===== config.mk =====
export PLATFORM = sky130hd
export DESIGN_NAME = megaromCartridge
export DESIGN_NICKNAME = d
export VERILOG_FILES = /design/src/design/sccPkg.sv /design/src/design/cartPkg.sv /design/src/design/megaromCartridge.sv /design/src/design/readCombiner.sv /design/src/design/sccSound.sv /design/src/design/megaromMapper.sv
export SDC_FILE = /design/constraint.sdc
export NUM_CORES = 2
export LEC_CHECK = 0
export BUFFER_PORTS_ARGS = -buffer_cell sky130_fd_sc_hd__buf_2
export CAP_MARGIN = 10
export CORE_UTILIZATION = 40
export DETAILED_ROUTE_END_ITERATION = 8
export PLACE_DENSITY = 0.66
export SLEW_MARGIN = 20
export SYNTH_ARGS = -nofsm -noshare
export SYNTH_HDL_FRONTEND = slang
export SYNTH_HIERARCHICAL = 1
export SYNTH_SLANG_ARGS = --single-unit

===== constraint.sdc =====
create_clock -name CLK -period 30.5 [get_ports CLK]
set_clock_uncertainty 0.05 [all_clocks]
set_input_delay 1.525 -clock CLK [delete_from_list [all_inputs] [get_ports CLK]]
set_output_delay 1.525 -clock CLK [all_outputs]
set_load 0.02 [all_outputs]

===== src/design/sccPkg.sv =====
// SCC sound chip definitions
// Mode encoding, page control flags and the register read result
package sccPkg;

    // Plain SCC places its window at 9800h and SCC-I style mode at B800h
    typedef enum logic {
        SCC_PLAIN = 1'b0,
        SCC_PLUS  = 1'b1
    } sccMode_e;

    // Per page flags driven from the mode register into the mapper
    // Bit i belongs to page i in both fields
    typedef struct packed {
        logic [3:0] bankEnable;
        logic [3:0] writable;
    } pageCtrl_t;

    // Result of a CPU read inside the SCC register window
    // A set hit means data replaces the memory byte
    typedef struct packed {
        logic       hit;
        logic [7:0] data;
    } sccRead_t;

endpackage


===== src/design/cartPkg.sv =====
// Slot bus and cartridge memory definitions
// Shared by the mapper, the SCC block, the read path and the top level
package cartPkg;

    // Cartridge memory address width covers 2 MB of ROM or RAM
    localparam int RAM_ADDR_W = 21;

    // One CPU bus cycle as seen on the cartridge slot
    // Each strobe is active high and only counts together with sltsl
    typedef struct packed {
        logic [15:0] addr;
        logic [7:0]  data;
        logic        rd;
        logic        wr;
        logic        sltsl;
    } cpuReq_t;

    // Request towards the external cartridge memory
    // Read data comes back one cycle after rd and is held until the next read
    typedef struct packed {
        logic [RAM_ADDR_W-1:0] addr;
        logic [7:0]            data;
        logic                  rd;
        logic                  wr;
    } ramReq_t;

    // Read response back to the CPU with a single cycle valid pulse
    typedef struct packed {
        logic       valid;
        logic [7:0] data;
    } cpuResp_t;

    // Bank values of the four 8 KB pages at 4000h, 6000h, 8000h and A000h
    typedef logic [3:0][7:0] bankRegs_t;

endpackage

===== src/design/megaromCartridge.sv =====
// MegaROM cartridge with SCC sound
// Top level joining the mapper, the SCC block and the read response path
`timescale 1ns/100ps

module megaromCartridge #(
    parameter int unsigned RAM_BASE  = 0,
    parameter int unsigned BANK_BITS = 8
) (
    input  logic              CLK,
    input  logic              RESET_n,
    input  cartPkg::cpuReq_t  cpu,
    output cartPkg::ramReq_t  ram,
    input  logic [7:0]        ramData,
    output cartPkg::cpuResp_t resp,
    output logic [9:0]        soundOut
);

    cartPkg::bankRegs_t banks;
    sccPkg::pageCtrl_t  pageCtrl;
    sccPkg::sccRead_t   sccRd;
    logic               memRead;

    // Mapper uses the SCC page flags and hands its bank values back
    megaromMapper #(
        .RAM_BASE (RAM_BASE),
        .BANK_BITS(BANK_BITS)
    ) u_mapper (
        .CLK     (CLK),
        .RESET_n (RESET_n),
        .cpu     (cpu),
        .pageCtrl(pageCtrl),
        .ram     (ram),
        .banks   (banks),
        .memRead (memRead)
    );

    sccSound u_scc (
        .CLK     (CLK),
        .RESET_n (RESET_n),
        .cpu     (cpu),
        .banks   (banks),
        .pageCtrl(pageCtrl),
        .sccRd   (sccRd),
        .soundOut(soundOut)
    );

    // Both read results arrive together and leave as one response
    readCombiner u_read (
        .CLK    (CLK),
        .RESET_n(RESET_n),
        .memRead(memRead),
        .ramData(ramData),
        .sccRd  (sccRd),
        .resp   (resp)
    );

endmodule


===== src/design/readCombiner.sv =====
// CPU read response builder
// Picks the SCC byte or the cartridge memory byte and returns it as one
// registered response with a single cycle valid pulse
`timescale 1ns/100ps

module readCombiner (
    input  logic              CLK,
    input  logic              RESET_n,
    input  logic              memRead,
    input  logic [7:0]        ramData,
    input  sccPkg::sccRead_t  sccRd,
    output cartPkg::cpuResp_t resp
);

    logic [7:0] merged;
    logic       validQ;
    logic [7:0] dataQ;

    // The SCC hit and memRead line up in the same cycle
    // A hit overrides whatever the memory returned for that address
    assign merged = sccRd.hit ? sccRd.data : ramData;

    // Valid follows memRead by one cycle and lasts one cycle
    always_ff @(posedge CLK or negedge RESET_n) begin
        if (!RESET_n) begin
            validQ <= 1'b0;
        end else begin
            validQ <= memRead;
        end
    end

    // The byte is held between responses
    always_ff @(posedge CLK) begin
        if (memRead) begin
            dataQ <= merged;
        end
    end

    assign resp = '{valid: validQ, data: dataQ};

endmodule


===== src/design/sccSound.sv =====
// SCC sound block of the MegaROM cartridge
// Holds the mode register with the page control flags, decodes the register
// window from the bank values, and runs five wave channels into a mixer
`timescale 1ns/100ps

module sccSound (
    input  logic               CLK,
    input  logic               RESET_n,
    input  cartPkg::cpuReq_t   cpu,
    input  cartPkg::bankRegs_t banks,
    output sccPkg::pageCtrl_t  pageCtrl,
    output sccPkg::sccRead_t   sccRd,
    output logic [9:0]         soundOut
);

    sccPkg::sccMode_e   mode;
    logic               modeWr;
    logic               winOpen;
    logic               csRd;
    logic               csWr;
    logic [7:0]         offQ;
    logic [7:0]         dinQ;
    logic [2:0]         volIdx;
    logic [7:0]         wave [128];
    logic [11:0]        freq [5];
    logic [3:0]         volume [5];
    logic [4:0]         chEnable;
    logic [11:0]        periodCnt [5];
    logic [4:0]         wavePtr [5];
    logic signed [7:0]  sample [5];
    logic signed [14:0] mixSum;
    logic               hitQ;
    logic [7:0]         rdDataQ;

    // Mode register answers at BFFEh and BFFFh
    assign modeWr = cpu.sltsl && cpu.wr && cpu.addr[15:1] == 15'h5FFF;

    // Bit 5 picks the mode
    // Bit 4 opens every page for writing, otherwise bits 0-2 do it for pages 1-3
    always_ff @(posedge CLK or negedge RESET_n) begin
        if (!RESET_n) begin
            mode     <= sccPkg::SCC_PLAIN;
            pageCtrl <= '{bankEnable: 4'hF, writable: 4'h0};
        end else if (modeWr) begin
            mode <= cpu.data[5] ? sccPkg::SCC_PLUS : sccPkg::SCC_PLAIN;
            if (cpu.data[4]) begin
                pageCtrl <= '{bankEnable: 4'h0, writable: 4'hF};
            end else begin
                pageCtrl <= '{bankEnable: {~cpu.data[2:0], 1'b1},
                              writable:   {cpu.data[2:0], 1'b0}};
            end
        end
    end

    // Plain mode needs bank 2 at 3Fh, the other mode needs bank 3 bit 7
    assign winOpen = (mode == sccPkg::SCC_PLAIN) ?
                     (banks[2][5:0] == 6'h3F && cpu.addr[15:8] == 8'h98) :
                     (banks[3][7] && cpu.addr[15:8] == 8'hB8);

    // First stage registers the chip select with the offset and write data
    always_ff @(posedge CLK or negedge RESET_n) begin
        if (!RESET_n) begin
            csRd <= 1'b0;
            csWr <= 1'b0;
        end else begin
            csRd <= cpu.sltsl && cpu.rd && winOpen;
            csWr <= cpu.sltsl && cpu.wr && winOpen;
        end
    end

    always_ff @(posedge CLK) begin
        if (cpu.sltsl && winOpen) begin
            offQ <= cpu.addr[7:0];
            dinQ <= cpu.data;
        end
    end

    // Volume registers start at 8Ah
    assign volIdx = 3'(offQ[3:0] - 4'hA);

    // Wave memory takes offsets 00h-7Fh, 32 bytes per channel
    always_ff @(posedge CLK) begin
        if (csWr && !offQ[7]) begin
            wave[offQ[6:0]] <= dinQ;
        end
    end

    // Even offsets hold the low frequency byte, odd ones the top nibble
    always_ff @(posedge CLK or negedge RESET_n) begin
        if (!RESET_n) begin
            for (int ch = 0; ch < 5; ch++) begin
                freq[ch]   <= '0;
                volume[ch] <= '0;
            end
            chEnable <= '0;
        end else if (csWr && offQ[7:4] == 4'h8) begin
            case (offQ[3:0])
                4'h0, 4'h2, 4'h4, 4'h6, 4'h8: freq[offQ[3:1]][7:0] <= dinQ;
                4'h1, 4'h3, 4'h5, 4'h7, 4'h9: freq[offQ[3:1]][11:8] <= dinQ[3:0];
                4'hA, 4'hB, 4'hC, 4'hD, 4'hE: volume[volIdx] <= dinQ[3:0];
                default: chEnable <= dinQ[4:0];
            endcase
        end
    end

    // Second stage returns wave bytes and reads FFh for the control registers
    always_ff @(posedge CLK or negedge RESET_n) begin
        if (!RESET_n) begin
            hitQ <= 1'b0;
        end else begin
            hitQ <= csRd;
        end
    end

    always_ff @(posedge CLK) begin
        if (csRd) begin
            rdDataQ <= offQ[7] ? 8'hFF : wave[offQ[6:0]];
        end
    end

    assign sccRd = '{hit: hitQ, data: rdDataQ};

    // Each period counter reloads from its frequency register when it runs out
    // An enabled channel then moves on to the next wave sample
    always_ff @(posedge CLK or negedge RESET_n) begin
        if (!RESET_n) begin
            for (int ch = 0; ch < 5; ch++) begin
                periodCnt[ch] <= '0;
                wavePtr[ch]   <= '0;
            end
        end else begin
            for (int ch = 0; ch < 5; ch++) begin
                if (periodCnt[ch] == 12'd0) begin
                    periodCnt[ch] <= freq[ch];
                    if (chEnable[ch]) begin
                        wavePtr[ch] <= wavePtr[ch] + 5'd1;
                    end
                end else begin
                    periodCnt[ch] <= periodCnt[ch] - 12'd1;
                end
            end
        end
    end

    // Channel 5 plays from the wave table of channel 4
    always_comb begin
        for (int ch = 0; ch < 5; ch++) begin
            sample[ch] = wave[{((ch == 4) ? 2'd3 : 2'(ch)), wavePtr[ch]}];
        end
    end

    // Signed sample times unsigned volume, summed over the enabled channels
    always_comb begin
        logic signed [12:0] prod;
        mixSum = '0;
        for (int ch = 0; ch < 5; ch++) begin
            prod = sample[ch] * $signed({1'b0, volume[ch]});
            if (chEnable[ch]) begin
                mixSum = mixSum + {{2{prod[12]}}, prod};
            end
        end
    end

    assign soundOut = mixSum[14:5];

    // Read data only comes back for a CPU read two cycles earlier
    hitNeedsRead: assert property (@(posedge CLK) disable iff (!RESET_n)
        hitQ |-> $past(cpu.sltsl && cpu.rd, 2))
        else $error("sccRd.hit without a read strobe");

endmodule


===== src/design/megaromMapper.sv =====
// Konami SCC style MegaROM mapper
// Splits 4000h-BFFFh into four 8 KB pages, each with its own bank register,
// and turns CPU cycles into registered strobes on the cartridge memory
`timescale 1ns/100ps

module megaromMapper #(
    parameter int unsigned RAM_BASE  = 0,
    parameter int unsigned BANK_BITS = 8
) (
    input  logic               CLK,
    input  logic               RESET_n,
    input  cartPkg::cpuReq_t   cpu,
    input  sccPkg::pageCtrl_t  pageCtrl,
    output cartPkg::ramReq_t   ram,
    output cartPkg::bankRegs_t banks,
    output logic               memRead
);

    localparam int AW = cartPkg::RAM_ADDR_W;

    logic                 inWindow;
    logic [1:0]           pageIdx;
    logic                 bankAddr;
    logic                 modeAddr;
    logic [BANK_BITS-1:0] bankSel;
    logic [AW-1:0]        mapAddr;
    logic                 bankWr;
    logic                 memWr;
    logic                 memRd;
    cartPkg::bankRegs_t   bankQ;
    logic                 ramRdQ;
    logic                 ramWrQ;
    logic [AW-1:0]        ramAddrQ;
    logic [7:0]           ramDataQ;
    logic                 memReadQ;

    // The slot window is 4000h-BFFFh and the page is picked by A15 and A13
    assign inWindow = cpu.sltsl && (cpu.addr[15:14] == 2'b01 || cpu.addr[15:14] == 2'b10);
    assign pageIdx  = {cpu.addr[15], cpu.addr[13]};

    // Bank registers sit in the lower 2 KB of the upper half of each page
    // So 5000h, 7000h, 9000h and B000h each cover 800h bytes
    assign bankAddr = cpu.addr[12:11] == 2'b10;

    // BFFEh and BFFFh belong to the SCC mode register and never reach memory
    assign modeAddr = cpu.addr[15:1] == 15'h5FFF;

    // Only the low BANK_BITS of the bank value select the 8 KB block
    assign bankSel = bankQ[pageIdx][BANK_BITS-1:0];
    assign mapAddr = AW'(RAM_BASE) + (AW'(bankSel) << 13) + AW'(cpu.addr[12:0]);

    // A writable page takes the data into memory instead of its bank register
    assign bankWr = inWindow && cpu.wr && bankAddr &&
                    pageCtrl.bankEnable[pageIdx] && !pageCtrl.writable[pageIdx];
    assign memWr  = inWindow && cpu.wr && pageCtrl.writable[pageIdx] && !modeAddr;
    assign memRd  = inWindow && cpu.rd;

    // Bank registers come out of reset mapping page i onto block i
    always_ff @(posedge CLK or negedge RESET_n) begin
        if (!RESET_n) begin
            bankQ <= {8'd3, 8'd2, 8'd1, 8'd0};
        end else if (bankWr) begin
            bankQ[pageIdx] <= cpu.data;
        end
    end

    // Memory strobes follow the CPU strobe by one cycle
    always_ff @(posedge CLK or negedge RESET_n) begin
        if (!RESET_n) begin
            ramRdQ   <= 1'b0;
            ramWrQ   <= 1'b0;
            memReadQ <= 1'b0;
        end else begin
            ramRdQ   <= memRd;
            ramWrQ   <= memWr;
            // Memory data is valid in the cycle after ram.rd
            memReadQ <= ramRdQ;
        end
    end

    // Address and write data are captured on every cycle with a strobe
    always_ff @(posedge CLK) begin
        if (memRd || memWr) begin
            ramAddrQ <= mapAddr;
            ramDataQ <= cpu.data;
        end
    end

    assign ram     = '{addr: ramAddrQ, data: ramDataQ, rd: ramRdQ, wr: ramWrQ};
    assign banks   = bankQ;
    assign memRead = memReadQ;

    // The memory can only see one kind of strobe in a cycle
    rdWrExclusive: assert property (@(posedge CLK) disable iff (!RESET_n)
        !(ramRdQ && ramWrQ))
        else $error("ram.rd and ram.wr high together");

    // A memory write needs the page to have been writable when the CPU wrote
    wrNeedsWritable: assert property (@(posedge CLK) disable iff (!RESET_n)
        ramWrQ |-> $past(pageCtrl.writable[pageIdx]))
        else $error("ram.wr on a write protected page");

endmodule


==> summary.md <==
| Metric | Value |
|---|---|
| Inserted Clock Buffers | 140 |
| WP data arrival | 12,350 ps |
| Skew-Pair Late Insertion Delay | 770 ps |
| Number of port buffers | 86 |
| Status | completed |
| Vias in the first global route | 40,900 |
| Clk root buf | clkbuf_16 |
| Post-synth top cells | edfxtp_1 (1,085), mux4_2 (731), nor2_1 (289) |
| Dpl hpwl | 121,000 um |
| Final weighted congestion in routability-driven placement | 0.852 |
| Comb pwr share | 0.035 |
| CTS Sinks | 1,303 |
| Critical path type | reg2out |
| Share of cells above drive strength 1 | 0.296 |
| Lkg Pwr | 27.3 nW |
| Site Rows | 153 |
| Flop2flop setup slack | 25,290 ps |
| Register area share after synthesis | 0.541 |
| Crit path capture type | primary output |
| Final setup TNS | 0 ps |
| Number of synthesized flops with an enable pin | 1,085 |
| Sequential Area | 38,100 sq um |
| First-pass GRT wire length | 275,000 um |
| Core footprint | 174,000 sq um |
| Yosys reg bits | 1,303 |
| Final min period | 13,920 ps |
| Reg2Reg Launch Point | u_scc/offQ[0] |
| RSZ-0062 raised after global routing | false |
| Die Span X | 421 um |
| Max_cap viols | 0 |
| Clock power share | 0.442 |
| Reg power frac | 0.524 |
| Synthesized instance count | 4,261 |
| IO Pins | 87 |
| Mean Syn Cell Area | 16.5 sq um |
| Layout area overhead | 10.7% |
| Slowest stage cell, crit path | buf_4 |
| Hold WC Path Type | reg2reg |
| Async set-reset flop share out of synthesis | 0.167 |
| Post_cts resized | 0 |
| Vias | 40,600 |
| Iteration-0 DRC Markers | 4,913 |
| Setup-failing EPs final | 0 |
| Top cells by area, synth | edfxtp_1 (46%), mux4_2 (23%), dfrtp_1 (7.5%), ha_1 (3.3%), fa_1 (2.5%) |
| CP required | 28,920 ps |
| Area leader, netlist | edfxtp_1 |
| Maximum fanout along the worst path | 45 |
| Syn_nets | 4,573 |
| Relative slew margins | 0.172 |
| CTS clk-pin slew, worst paths | 60 ps |
| Hold_sp | u_mapper/ramRdQ |
| Max-slew violations | 0 |
| Initial Utilization | 0.403 |
| Pin count of the biggest net entering global routing | 143 |
| Switching Fraction | 0.215 |
| FF-to-FF path depth | 9 |
| FILL cells | 15,000 |
| Total congestion overflow | 0 |
| Internal Pwr Total | 0.00297 W |
| Post-route clock period utilization | 0.456 |
| Drc violations | 0 |
| Synthesized area | 70,300 sq um |
| Synth Warn # | 6 |
| Post-synth cell types | 97 |
| Post-route antenna net violation count | 0 |
| CTS Hold Buffers Added | 0 |
| Die Height | 421 um |
| Tightest Pin Transition | 1240 ps |
| Critical R2R Capture | u_scc/rdDataQ[4] |
| Area of the die | 177,000 sq um |
| PwrDens | 48.7 nW/um^2 |
| Final hold violation count | 0 |
| Primary FF master, synth | edfxtp_1 |
| Global Route Usage Sum | 0.209 |
| CP Launch Type | flip-flop |
| Hold Crit Depth | 0 |
| Max IR drop VDD | 0.0000510 V |
| Slowest cell delay on critical path | 790 ps |
| Longest Clk Path Bufs | 3 |
| Most frequent cell after synthesis | edfxtp_1 |
| Sw power | 0.000817 W |
| Peak Freq | 0.0718 GHz |
| Hold slack | 385 ps |
| Worst Hold Path EP | u_mapper/memRead |
| Initial antenna violation count | 2 |
| Area of the multi-input gates | 30,400 sq um |
| Vias per cell | 6.00 |
| Drt pass-1 iters | 6 |
| Synth top area share | 0.464 |
| CTS tree | done |
| H-tree levels | 4 |
| Fin nets | 4,639 |
| WL final | 186,000 um |
| Layout Utilization | 0.447 |
| Drt wl/cell | 27.4 um |
| Setup bufs post-CTS | 0 |
[worst max path at each step]
stage / end / slack [ps] / cells after the start / startpoint
6_report: soundOut[9] / 16580 / 44 / u_scc/wavePtr[15]
5_1_grt: soundOut[9] / 15800 / 46 / u_scc/wavePtr[20]
4_1_cts: soundOut[9] / 16530 / 46 / u_scc/wavePtr[20]
3_5_place_dp: soundOut[9] / 17390 / 46 / u_scc/wavePtr[20]
3_3_place_gp: soundOut[9] / 17550 / 46 / u_scc/wavePtr[20]
2_1_floorplan: soundOut[9] / 18240 / 43 / u_scc/wavePtr[15]
[flip-flops by register name (all words and copies together) (netlist names), 5 cells and up]
name	cells
u_scc/wave	1024
u_scc/freq	60
u_scc/periodCnt	60
u_mapper/banks	32
u_scc/wavePtr	25
u_mapper/ramAddrQ	21
u_scc/volume	20
u_mapper/ramDataQ	8
u_read/dataQ	8
u_scc/dinQ	8
u_scc/offQ	8
u_scc/pageCtrl	8
u_scc/rdDataQ	8
u_scc/chEnable	5
[metal layers]
| layer | share of wire | global-route usage | vias up |
|---|---|---|---|
| met5 | 0 | 0 | - |
| met4 | 0.030 | 0.0632 | 0 |
| met3 | 0.097 | 0.0455 | 321 |
| met2 | 0.46 | 0.319 | 2039 |
| met1 | 0.41 | 0.299 | 21200 |
| li1 | - | - | 17000 |
[stage by stage]
step / cell area, sq um / setup slack [ps] / instances / power, W
floorplan: 70300 / 18240 / 4261 / 0.00211
global placement: 73300 / 17550 / 6509 / 0.00215
detailed placement: 73300 / 17390 / 6509 / 0.00215
CTS: 77800 / 16530 / 6764 / 0.00382
global route: 77800 / 15800 / 6765 / 0.00390
finish: 77800 / 16580 / 6766 / 0.00379
[cells in the final DEF (no fill, tap or decap), types with 45 or more instances in the layout]
cell,instances
mux4_2,731
nor2_1,274
mux2i_1,53
ha_1,187
clkbuf_1,49
a21oi_1,128
fa_1,88
clkbuf_16,144
inv_1,252
edfxtp_1,1085
xnor2_1,113
dfrtp_1,200
buf_2,85
nor2b_1,109
mux2_2,139
nand2_1,136
o21ai_0,45
buf_4,65
[critical path, delay by kind of cell, from the launching register on]
family | cells | cell delay (ps)
AND/OR/NAND/NOR | 8 | 1040
adder cells (fa/ha/maj) | 8 | 2840
flip-flops | 1 | 720
buffers and inverters | 4 | 1060
XOR/XNOR | 3 | 570
AO/OA/AOI/OAI | 17 | 3380
multiplexers | 4 | 1880
[power groups by stage]
stage / clock [W] / combinational (W) / sequential (W)
finish: 0.00167 / 0.000131 / 0.00199
global route: 0.00176 / 0.000149 / 0.00199
CTS: 0.00170 / 0.000132 / 0.00199
detailed placement: 0 / 0.000131 / 0.00202
global placement: 0 / 0.000127 / 0.00202
floorplan: 0 / 0.0000967 / 0.00202
[final cells by class]
type	count	share of cell area
well taps	2325	0.0374
clock buffers	204	0.0506
diodes	1	0.0000322
multi-input cells	2470	0.390
flip-flops and latches	1303	0.489
clock inverters	51	0.00699
repair buffers	157	0.0133
inverters	255	0.0124
[cell families (layout without fill, tap and decap cells)]
| logic type | count (synthesis) | count (layout) | synth area share |
|---|---|---|---|
| flip-flops | 1303 | 1303 | 0.541 |
| multiplexers | 942 | 942 | 0.268 |
| AND/OR/NAND/NOR | 759 | 759 | 0.0528 |
| buffers and inverters | 488 | 667 | 0.0271 |
| AO/OA/AOI/OAI | 336 | 336 | 0.0316 |
| adder cells (fa/ha/maj) | 277 | 277 | 0.0587 |
| XOR/XNOR | 156 | 156 | 0.0201 |
| other | 0 | 1 | 0 |
No activity file was read; power rests on OpenSTA's default activity.
